**src/common/trace_pkg.sv**
```systemverilog
// trace package
// isa encoding, per-stage event records and the retired-instruction trace record

package trace_pkg;

    // tag width, eight tags for at most five instructions in flight
    localparam int tag_w = 3;

    // opcode lives in instr[15:12]
    typedef enum logic [3:0] {
        op_nop   = 4'h0,
        op_add   = 4'h1,
        op_sub   = 4'h2,
        op_and   = 4'h3,
        op_or    = 4'h4,
        op_xor   = 4'h5,
        op_addi  = 4'h6,
        op_load  = 4'h7,
        op_store = 4'h8
    } opcode_e;

    // imm[2:0] is rs2 for register ops, signed offset otherwise
    // store takes its data from the rd field
    typedef struct packed {
        opcode_e    opcode;
        logic [2:0] rd;
        logic [2:0] rs1;
        logic [5:0] imm;
    } instr_t;

    ////////////////////////////////////////////////////////////
    // stage events, valid for one cycle as the stage advances
    ////////////////////////////////////////////////////////////

    typedef struct packed {
        logic             valid;
        logic [tag_w-1:0] tag;
        logic [7:0]       pc;
        logic [15:0]      word;
    } fetch_event_t;

    typedef struct packed {
        logic             valid;
        logic [tag_w-1:0] tag;
        logic [15:0]      result;
    } exec_event_t;

    typedef struct packed {
        logic             valid;
        logic [tag_w-1:0] tag;
        logic             is_store;
        logic [3:0]       addr;
        logic [15:0]      sdata;
    } mem_event_t;

    // also the layout of the mem/wb pipeline register
    typedef struct packed {
        logic             valid;
        logic [tag_w-1:0] tag;
        logic             we;
        logic [2:0]       rd;
        logic [15:0]      wdata;
    } wb_event_t;

    // one record per retired instruction
    typedef struct packed {
        logic [15:0] seq;
        logic [7:0]  pc;
        logic [15:0] word;
        logic [15:0] result;
        logic        is_store;
        logic [3:0]  addr;
        logic        we;
        logic [2:0]  rd;
        logic [15:0] wdata;
    } trace_rec_t;

endpackage

```
**src/core/alu.sv**
```systemverilog
// execute-stage alu
// arithmetic, logic and effective address for load and store

module alu (
    input  trace_pkg::opcode_e op,
    input  logic [15:0]        a,
    input  logic [15:0]        b,
    output logic [15:0]        y
);

    import trace_pkg::*;

    always_comb begin
        case (op)
            // addi, load and store all add rs1 and the immediate
            op_add, op_addi, op_load, op_store: begin
                y = a + b;
            end
            op_sub: begin
                y = a - b;
            end
            op_and: begin
                y = a & b;
            end
            op_or: begin
                y = a | b;
            end
            op_xor: begin
                y = a ^ b;
            end
            // nop and undefined codes
            default: begin
                y = 16'h0000;
            end
        endcase
    end

endmodule

```
**src/core/regfile.sv**
```systemverilog
// register file, eight 16-bit registers, r0 reads as zero
// two async read ports with write-through, one sync write port

module regfile (
    input  logic        clk,
    input  logic        rst,
    input  logic [2:0]  rs1,
    input  logic [2:0]  rs2,
    output logic [15:0] rd1,
    output logic [15:0] rd2,
    input  logic        we,
    input  logic [2:0]  wa,
    input  logic [15:0] wd
);

    logic [15:0] regs [8];
    logic        wr_live;

    // writes to r0 dropped, so r0 stays at its reset value
    assign wr_live = we && (wa != 3'd0);

    always_ff @(posedge clk) begin
        if (rst) begin
            for (int i = 0; i < 8; i++) begin
                regs[i] <= '0;
            end
        end else if (wr_live) begin
            regs[wa] <= wd;
        end
    end

    // same-cycle write-back bypass
    assign rd1 = (wr_live && wa == rs1) ? wd : regs[rs1];
    assign rd2 = (wr_live && wa == rs2) ? wd : regs[rs2];

endmodule

```
**src/core/hazard_unit.sv**
```systemverilog
// hazard unit
// forwarding select per operand and load-use stall detection

module hazard_unit (
    input  logic [2:0] id_rs1,
    input  logic [2:0] id_rs2,
    input  logic [2:0] ex_rd,
    input  logic [2:0] mem_rd,
    input  logic       ex_we,
    input  logic       mem_we,
    input  logic       ex_is_load,
    output logic [1:0] fwd_a,
    output logic [1:0] fwd_b,
    output logic       load_stall
);

    logic ex_live;
    logic mem_live;

    // only producers that really write a nonzero register count
    assign ex_live  = ex_we && (ex_rd != 3'd0);
    assign mem_live = mem_we && (mem_rd != 3'd0);

    // resolved in decode, used one cycle later in execute
    // 1: producer now in execute, read from memory stage
    // 2: producer now in memory, read from write-back stage
    // execute-stage producer is the newer one and wins
    always_comb begin
        fwd_a = 2'd0;
        if (ex_live && ex_rd == id_rs1) begin
            fwd_a = 2'd1;
        end else if (mem_live && mem_rd == id_rs1) begin
            fwd_a = 2'd2;
        end
        fwd_b = 2'd0;
        if (ex_live && ex_rd == id_rs2) begin
            fwd_b = 2'd1;
        end else if (mem_live && mem_rd == id_rs2) begin
            fwd_b = 2'd2;
        end
    end

    // load data is only ready after the memory stage
    assign load_stall = ex_is_load && ex_live && (ex_rd == id_rs1 || ex_rd == id_rs2);

endmodule

```
**src/core/pipe_core.sv**
```systemverilog
// five-stage in-order core, fetch decode execute memory write-back
// streamed instructions, 16-word data memory, per-stage trace events

module pipe_core (
    input  logic                    clk,
    input  logic                    rst,
    input  logic [15:0]             instr,
    input  logic                    instr_valid,
    output logic                    instr_ready,
    input  logic                    freeze,
    output trace_pkg::fetch_event_t fetch_ev,
    output trace_pkg::exec_event_t  exec_ev,
    output trace_pkg::mem_event_t   mem_ev,
    output trace_pkg::wb_event_t    wb_ev
);

    import trace_pkg::*;

    typedef struct packed {
        logic             valid;
        logic [tag_w-1:0] tag;
        instr_t           word;
    } if_id_t;

    typedef struct packed {
        logic             valid;
        logic [tag_w-1:0] tag;
        opcode_e          op;
        logic [2:0]       rd;
        logic             we;
        logic [15:0]      imm;
        logic [15:0]      a;
        logic [15:0]      b;
        logic [1:0]       fwd_a;
        logic [1:0]       fwd_b;
    } id_ex_t;

    typedef struct packed {
        logic             valid;
        logic [tag_w-1:0] tag;
        opcode_e          op;
        logic [2:0]       rd;
        logic             we;
        logic [15:0]      result;
        logic [15:0]      sdata;
    } ex_mem_t;

    if_id_t           if_id;
    id_ex_t           id_ex;
    ex_mem_t          ex_mem;
    wb_event_t        mem_wb;
    logic [7:0]       pc;
    logic [tag_w-1:0] tag_next;
    logic [15:0]      dmem [16];

    logic             accept;
    logic             load_stall;
    logic [2:0]       src1;
    logic [2:0]       src2;
    logic             dec_we;
    logic [15:0]      rd1;
    logic [15:0]      rd2;
    logic [1:0]       fwd_a;
    logic [1:0]       fwd_b;
    logic             rf_we;
    logic [15:0]      op_a;
    logic [15:0]      op_b;
    logic [15:0]      alu_b;
    logic [15:0]      alu_y;
    logic             is_load;
    logic             is_store;
    logic [3:0]       mem_addr;
    logic [15:0]      mem_rdata;

    ////////////////////////////////////////////////////////////
    // fetch
    ////////////////////////////////////////////////////////////

    assign instr_ready = !rst && !freeze && !load_stall;
    assign accept      = instr_valid && instr_ready;

    ////////////////////////////////////////////////////////////
    // decode
    ////////////////////////////////////////////////////////////

    // source registers, zero when unused so no false hazards
    always_comb begin
        src1   = 3'd0;
        src2   = 3'd0;
        dec_we = 1'b0;
        if (if_id.valid) begin
            case (if_id.word.opcode)
                op_add, op_sub, op_and, op_or, op_xor: begin
                    src1   = if_id.word.rs1;
                    src2   = if_id.word.imm[2:0];
                    dec_we = 1'b1;
                end
                op_addi, op_load: begin
                    src1   = if_id.word.rs1;
                    dec_we = 1'b1;
                end
                // store data comes from rd
                op_store: begin
                    src1 = if_id.word.rs1;
                    src2 = if_id.word.rd;
                end
                default: begin
                    dec_we = 1'b0;
                end
            endcase
        end
    end

    assign rf_we = mem_wb.valid && mem_wb.we && !freeze;

    regfile u_regfile (
        .clk (clk),
        .rst (rst),
        .rs1 (src1),
        .rs2 (src2),
        .rd1 (rd1),
        .rd2 (rd2),
        .we  (rf_we),
        .wa  (mem_wb.rd),
        .wd  (mem_wb.wdata)
    );

    hazard_unit u_hazard (
        .id_rs1     (src1),
        .id_rs2     (src2),
        .ex_rd      (id_ex.rd),
        .mem_rd     (ex_mem.rd),
        .ex_we      (id_ex.valid && id_ex.we),
        .mem_we     (ex_mem.valid && ex_mem.we),
        .ex_is_load (id_ex.op == op_load),
        .fwd_a      (fwd_a),
        .fwd_b      (fwd_b),
        .load_stall (load_stall)
    );

    ////////////////////////////////////////////////////////////
    // execute
    ////////////////////////////////////////////////////////////

    always_comb begin
        case (id_ex.fwd_a)
            2'd1:    op_a = ex_mem.result;
            2'd2:    op_a = mem_wb.wdata;
            default: op_a = id_ex.a;
        endcase
        case (id_ex.fwd_b)
            2'd1:    op_b = ex_mem.result;
            2'd2:    op_b = mem_wb.wdata;
            default: op_b = id_ex.b;
        endcase
    end

    // immediate forms take the sign-extended offset as b
    assign alu_b = (id_ex.op == op_addi || id_ex.op == op_load || id_ex.op == op_store) ?
                   id_ex.imm : op_b;

    alu u_alu (
        .op (id_ex.op),
        .a  (op_a),
        .b  (alu_b),
        .y  (alu_y)
    );

    ////////////////////////////////////////////////////////////
    // memory
    ////////////////////////////////////////////////////////////

    assign is_load   = ex_mem.op == op_load;
    assign is_store  = ex_mem.op == op_store;
    assign mem_addr  = ex_mem.result[3:0];
    assign mem_rdata = dmem[mem_addr];

    // pipeline advance, everything holds on freeze
    always_ff @(posedge clk) begin
        if (rst) begin
            pc       <= '0;
            tag_next <= '0;
            if_id    <= '0;
            id_ex    <= '0;
            ex_mem   <= '0;
            mem_wb   <= '0;
            for (int i = 0; i < 16; i++) begin
                dmem[i] <= '0;
            end
        end else if (!freeze) begin
            if (accept) begin
                pc       <= pc + 8'd1;
                tag_next <= tag_next + 1'b1;
            end
            // load-use stall holds fetch/decode
            if (!load_stall) begin
                if_id.valid <= accept;
                if_id.tag   <= tag_next;
                if_id.word  <= instr_t'(instr);
            end
            // bubble into execute on stall
            id_ex.valid <= if_id.valid && !load_stall;
            id_ex.tag   <= if_id.tag;
            id_ex.op    <= if_id.word.opcode;
            id_ex.rd    <= if_id.word.rd;
            id_ex.we    <= dec_we;
            id_ex.imm   <= {{10{if_id.word.imm[5]}}, if_id.word.imm};
            id_ex.a     <= rd1;
            id_ex.b     <= rd2;
            id_ex.fwd_a <= fwd_a;
            id_ex.fwd_b <= fwd_b;
            ex_mem.valid  <= id_ex.valid;
            ex_mem.tag    <= id_ex.tag;
            ex_mem.op     <= id_ex.op;
            ex_mem.rd     <= id_ex.rd;
            ex_mem.we     <= id_ex.we;
            ex_mem.result <= alu_y;
            ex_mem.sdata  <= op_b;
            mem_wb.valid <= ex_mem.valid;
            mem_wb.tag   <= ex_mem.tag;
            mem_wb.we    <= ex_mem.we;
            mem_wb.rd    <= ex_mem.rd;
            mem_wb.wdata <= is_load ? mem_rdata : ex_mem.result;
            if (ex_mem.valid && is_store) begin
                dmem[mem_addr] <= ex_mem.sdata;
            end
        end
    end

    ////////////////////////////////////////////////////////////
    // trace events
    ////////////////////////////////////////////////////////////

    always_comb begin
        fetch_ev.valid = accept;
        fetch_ev.tag   = tag_next;
        fetch_ev.pc    = pc;
        fetch_ev.word  = instr;

        exec_ev.valid  = id_ex.valid && !freeze;
        exec_ev.tag    = id_ex.tag;
        exec_ev.result = alu_y;

        // address only meaningful for memory ops
        mem_ev.valid    = ex_mem.valid && !freeze;
        mem_ev.tag      = ex_mem.tag;
        mem_ev.is_store = is_store;
        mem_ev.addr     = (is_load || is_store) ? mem_addr : 4'h0;
        mem_ev.sdata    = is_store ? ex_mem.sdata : 16'h0000;

        wb_ev       = mem_wb;
        wb_ev.valid = mem_wb.valid && !freeze;
    end

endmodule

```
**src/trace/trace_unit.sv**
```systemverilog
// retirement trace unit
// gathers stage events per tag, emits one record per retired instruction

module trace_unit #(
    parameter int trace_depth = 4
) (
    input  logic                    clk,
    input  logic                    rst,
    input  trace_pkg::fetch_event_t fetch_ev,
    input  trace_pkg::exec_event_t  exec_ev,
    input  trace_pkg::mem_event_t   mem_ev,
    input  trace_pkg::wb_event_t    wb_ev,
    output logic                    freeze,
    output trace_pkg::trace_rec_t   trace,
    output logic                    trace_valid,
    input  logic                    trace_ready
);

    import trace_pkg::*;

    localparam int ptr_w = $clog2(trace_depth);

    // what earlier stages reported for one tag
    typedef struct packed {
        logic [7:0]  pc;
        logic [15:0] word;
        logic [15:0] result;
        logic        is_store;
        logic [3:0]  addr;
        logic [15:0] sdata;
    } entry_t;

    entry_t         rec_table [2**tag_w];
    trace_rec_t     queue [trace_depth];
    logic [ptr_w:0] wr_ptr;
    logic [ptr_w:0] rd_ptr;
    logic [15:0]    seq;
    entry_t         ent;
    trace_rec_t     rec;
    logic           full;
    logic           push;
    logic           pop;

    ////////////////////////////////////////////////////////////
    // tag table
    ////////////////////////////////////////////////////////////

    // live tags are distinct, so no two events hit one entry
    always_ff @(posedge clk) begin
        if (fetch_ev.valid) begin
            rec_table[fetch_ev.tag].pc   <= fetch_ev.pc;
            rec_table[fetch_ev.tag].word <= fetch_ev.word;
        end
        if (exec_ev.valid) begin
            rec_table[exec_ev.tag].result <= exec_ev.result;
        end
        if (mem_ev.valid) begin
            rec_table[mem_ev.tag].is_store <= mem_ev.is_store;
            rec_table[mem_ev.tag].addr     <= mem_ev.addr;
            rec_table[mem_ev.tag].sdata    <= mem_ev.sdata;
        end
    end

    // record assembly at write-back
    assign ent = rec_table[wb_ev.tag];

    always_comb begin
        rec.seq      = seq;
        rec.pc       = ent.pc;
        rec.word     = ent.word;
        rec.result   = ent.result;
        rec.is_store = ent.is_store;
        rec.addr     = ent.addr;
        rec.we       = wb_ev.we;
        rec.rd       = wb_ev.rd;
        // a store writes no register, its data word goes here instead
        rec.wdata    = ent.is_store ? ent.sdata : wb_ev.wdata;
    end

    ////////////////////////////////////////////////////////////
    // output queue
    ////////////////////////////////////////////////////////////

    assign push        = wb_ev.valid;
    assign pop         = trace_valid && trace_ready;
    assign trace_valid = wr_ptr != rd_ptr;
    assign full        = (wr_ptr[ptr_w] != rd_ptr[ptr_w]) &&
                         (wr_ptr[ptr_w-1:0] == rd_ptr[ptr_w-1:0]);
    // no slot for a retiring record unless one leaves this cycle
    assign freeze      = full && !pop;
    assign trace       = queue[rd_ptr[ptr_w-1:0]];

    always_ff @(posedge clk) begin
        if (push) begin
            queue[wr_ptr[ptr_w-1:0]] <= rec;
        end
    end

    always_ff @(posedge clk) begin
        if (rst) begin
            wr_ptr <= '0;
            rd_ptr <= '0;
            seq    <= '0;
        end else begin
            if (push) begin
                wr_ptr <= wr_ptr + 1'b1;
                seq    <= seq + 16'd1;
            end
            if (pop) begin
                rd_ptr <= rd_ptr + 1'b1;
            end
        end
    end

endmodule

```
**src/source/traced_cpu_top.sv**
```systemverilog
// traced cpu top level
// pipeline core plus retirement trace unit

module traced_cpu_top #(
    parameter int trace_depth = 4
) (
    input  logic                  clk,
    input  logic                  rst,
    input  logic [15:0]           instr,
    input  logic                  instr_valid,
    output logic                  instr_ready,
    output trace_pkg::trace_rec_t trace,
    output logic                  trace_valid,
    input  logic                  trace_ready
);

    import trace_pkg::*;

    // per-stage events, core to trace unit
    fetch_event_t fetch_ev;
    exec_event_t  exec_ev;
    mem_event_t   mem_ev;
    wb_event_t    wb_ev;
    // back-pressure from a full trace queue
    logic         freeze;

    pipe_core u_core (
        .clk         (clk),
        .rst         (rst),
        .instr       (instr),
        .instr_valid (instr_valid),
        .instr_ready (instr_ready),
        .freeze      (freeze),
        .fetch_ev    (fetch_ev),
        .exec_ev     (exec_ev),
        .mem_ev      (mem_ev),
        .wb_ev       (wb_ev)
    );

    trace_unit #(
        .trace_depth (trace_depth)
    ) u_trace (
        .clk         (clk),
        .rst         (rst),
        .fetch_ev    (fetch_ev),
        .exec_ev     (exec_ev),
        .mem_ev      (mem_ev),
        .wb_ev       (wb_ev),
        .freeze      (freeze),
        .trace       (trace),
        .trace_valid (trace_valid),
        .trace_ready (trace_ready)
    );

endmodule

```
**config.mk**
```make
export PLATFORM = sky130hd
export DESIGN_NAME = traced_cpu_top
export DESIGN_NICKNAME = d
export VERILOG_FILES = /design/src/common/trace_pkg.sv /design/src/core/alu.sv /design/src/core/regfile.sv /design/src/core/hazard_unit.sv /design/src/core/pipe_core.sv /design/src/trace/trace_unit.sv /design/src/source/traced_cpu_top.sv
export SDC_FILE = /design/constraint.sdc
export NUM_CORES = 2
export LEC_CHECK = 0
export BUFFER_PORTS_ARGS = -buffer_cell sky130_fd_sc_hd__buf_2
export CAP_MARGIN = 20
export CORE_AREA = 2 2 449 451
export CTS_CLUSTER_DIAMETER = 50
export CTS_CLUSTER_SIZE = 12
export DETAILED_ROUTE_END_ITERATION = 8
export DIE_AREA = 0 0 451 453
export GPL_ROUTABILITY_DRIVEN = 1
export PLACE_DENSITY = 0.43
export SYNTH_ARGS = -nofsm -noshare
export SYNTH_HDL_FRONTEND = slang
export SYNTH_SLANG_ARGS = --single-unit
export TNS_END_PERCENT = 20
```
**constraint.sdc**
```tcl
create_clock -name clk -period 5.4 [get_ports clk]
set_input_delay 0.54 -clock clk [delete_from_list [all_inputs] [get_ports clk]]
set_output_delay 0.54 -clock clk [all_outputs]
set_load 0.005 [all_outputs]
```
==> flow_metrics.tcl <==
set metrics [dict create \
    cts.sinks 1380 \
    hold_viol_final 0 \
    worst_slew_pin_slew_ns 1.11 \
    slew-limit-headroom_pct 25.6 \
    postSynthCellCount 3966 \
    coreArea_um2 199000 \
    tritoncts "yes" \
    post-route-min-period_ns 4.86 \
    ys_async_sr_fraction_pct 0 \
    worstPathArrival_ns 5.34 \
    post-place-ws_ns 0.531 \
    timing.final.crit_share_pct 90.0 \
    via_count 33400 \
    cts-root-buf "clkbuf_16" \
    dieArea_um2 204000 \
    cts_buffers 164 \
    grtUsageTotal_pct 16.2 \
    hold_path.class "in2reg" \
    final_cell_mix "edfxtp_1 (1196), and2_1 (394), nand2_1 (365)" \
    synth_flop_cell "edfxtp_1" \
    layout_commonest_cell "edfxtp_1" \
    hold_ws_ns 0.0648 \
    wirelength_um 166000 \
    whs_path_depth 1 \
    finClkSkew_ns 0.0424 \
    drtIter0Drc 2332 \
    fillCellCount 19100 \
    rr_startpoint "u_core.id_ex[1]" \
    num-nets-final 4193 \
    antenna_found_initial 3 \
    slew_violations 0 \
    gr-total-overflow 0 \
    path_class "reg2reg" \
    route.detailed.wl_per_inst_um 24.0 \
    dp_hpwl_um 104000 \
    htree_levels 4 \
    fin_area_um2 68900 \
    cp-start-kind "register" \
    pin_count 103 \
    post_dp_cell_area_um2 63600 \
    clk_pin_slew_ns 0.06 \
    synth_edf_count 1196 \
    drv_cap 0 \
    syn_avg_cell_area_um2 15.0 \
    gp_congestion 0.816 \
    grt_max_degree 83 \
    cp_max_fo 16 \
    power-per-cell-area_nw_per_um2 352 \
    ir_worst_vdd_v 0.000341 \
    grt_pass1_vias 34300 \
    tns_ns 0 \
    multi_input_area_um2 18700 \
    initial_core_util_pct 29.8 \
    outcome "finished clean" \
    grt_pass1_wl_um 245000 \
    end_kind "register" \
    num_rows 164 \
    synth-seq-cells 1380 \
    drt_first_pass_iters 5 \
    worstHoldStart "instr[1]" \
    yosysSeqAreaShare_pct 66.6 \
    die_h_um 453 \
    crit_start "u_core.id_ex[1]" \
    rsz0062_at_grt "false" \
    utilization_pct 34.6 \
    vias_per_cell 4.84 \
    post-cts-setup-buffer-count 0 \
    switching_share_pct 23.5 \
    internal_power_uw 18500 \
    die_x_um 451 \
    setup_violations 0 \
    clock_path_buffers 3 \
    clock_latency_ns 0.82 \
    seqPwrFrac_pct 49.5 \
    yosysWarnings 0 \
    synthToLayoutAreaGrowth_pct 15.9 \
    crit_required_ns 5.88 \
    p_clk_share_pct 44.5 \
    fmax_mhz 206 \
    route.detailed.drc 0 \
    synth.distinct_cells 78 \
    leakage_uw 0.0237 \
    worst_slack_ns 0.538 \
    pwr-share-comb_pct 5.9 \
    io_buffers 102 \
    netlist_area_um2 59400 \
    drtAntennaViolNets 0 \
    drive_gt1_share_pct 21.0 \
    area.sequential_um2 39600 \
    p_sw_uw 5690 \
    r2r_cells 18 \
]
-- stage by stage --
stage	power [uW]	std cells
after floorplan	13000	3981
after global placement	13700	6588
after detailed placement	13700	6592
after CTS	24600	6893
after global routing	25100	6893
final	24200	6897
-- final timing paths --
kind                               to  slack, ns
max          u_trace.rec_table[1][36]       0.54
min          u_trace.rec_table[6][38]       0.06
max reg2reg  u_trace.rec_table[1][36]       0.54
min reg2reg                  register       0.45
-- power by group through the flow --
| stage | clock (uW) | sequential, uW | combinational, uW |
|---|---|---|---|
| 2_1_floorplan | 0 | 12100 | 937 |
| 3_3_place_gp | 0 | 12200 | 1440 |
| 3_5_place_dp | 0 | 12200 | 1460 |
| 4_1_cts | 11100 | 12000 | 1470 |
| 5_1_grt | 11500 | 12000 | 1570 |
| 6_report | 10800 | 12000 | 1430 |
-- cells in the mapped netlist (all sizes together) (10+ instances only) --
master / n / area, um^2
nand3b: 10 / 75.1
nand2: 366 / 1370
mux2: 44 / 495
o21a: 21 / 158
edfxtp: 1196 / 35900
dfxtp: 184 / 3680
mux4: 283 / 6370
a221o: 11 / 110
a211oi: 67 / 503
nand4: 25 / 163
o21ai: 116 / 581
a31oi: 21 / 131
and3: 29 / 181
or2: 26 / 163
nand3: 45 / 225
xnor2: 39 / 342
and2: 395 / 2470
clkbuf: 214 / 806
inv: 51 / 191
nor2: 231 / 870
a22oi: 43 / 323
buf: 69 / 348
ha: 63 / 788
nor3: 34 / 180
a21oi: 131 / 659
xor2: 28 / 245
nand2b: 15 / 104
mux2i: 108 / 1080
-- layer usage --
| metal | global-route usage [%] | share of wire [%] | vias to the layer above |
|---|---|---|---|
| li1 | - | - | 15300 |
| met1 | 22.1 | 45 | 17300 |
| met2 | 27.0 | 49 | 621 |
| met5 | 0 | 0 | - |
| met3 | 2.35 | 3.5 | 202 |
| met4 | 4.42 | 2.1 | 0 |
-- registers in the layout, indices dropped and copies added, names as in the netlist, 8 cells and up, named ones only --
name	count
u_core.dmem	256
u_core.pc	8
u_core.id_ex	51
u_core.if_id	20
u_core.wb_ev	23
u_core.ex_mem	41
u_trace.seq	16
u_trace.rec_table	488
u_core.u_regfile.regs	128
u_trace.queue	324
-- logic make-up after synthesis --
family | share of synthesized area, %
other | 0.00631
XOR/XNOR | 0.988
AND/OR/NAND/NOR | 10.4
adder cells (fa/ha/maj) | 1.36
flip-flops | 66.6
AO/OA/AOI/OAI | 4.99
buffers and inverters | 2.26
multiplexers | 13.4
-- area by class of cell --
class / count / area share [%]
inverters: 51 / 0.278
clock inverters: 82 / 1.23
repair buffers: 245 / 2.56
clock buffers: 212 / 6.39
diodes: 4 / 0.0145
flip-flops and latches: 1380 / 57.5
well taps: 2656 / 4.82
multi-input cells: 2267 / 27.2
-- critical path, cell delays in order, from the launching register on --
cell and delay [ns]:
dfxtp_1 0.37, inv_1 0.06, ha_1 0.40, a22oi_1 0.27
o21ai_0 0.24, o41ai_1 0.73, nand4_1 0.23, a211o_1 0.32
o31ai_1 0.25, xnor2_1 0.11, ha_1 0.38, nand2_1 0.09
nor2_1 0.05, a211oi_1 0.29, o21ai_0 0.14, a21oi_1 0.20
xnor2_1 0.11, nand2_1 0.09, nand2_1 0.17
-- repair_timing --
item	in CTS	in global routing
hold endpoints to repair	40	0
resized for setup	0	0
hold buffers	7	0
No activity file was read; power rests on OpenSTA's default activity.
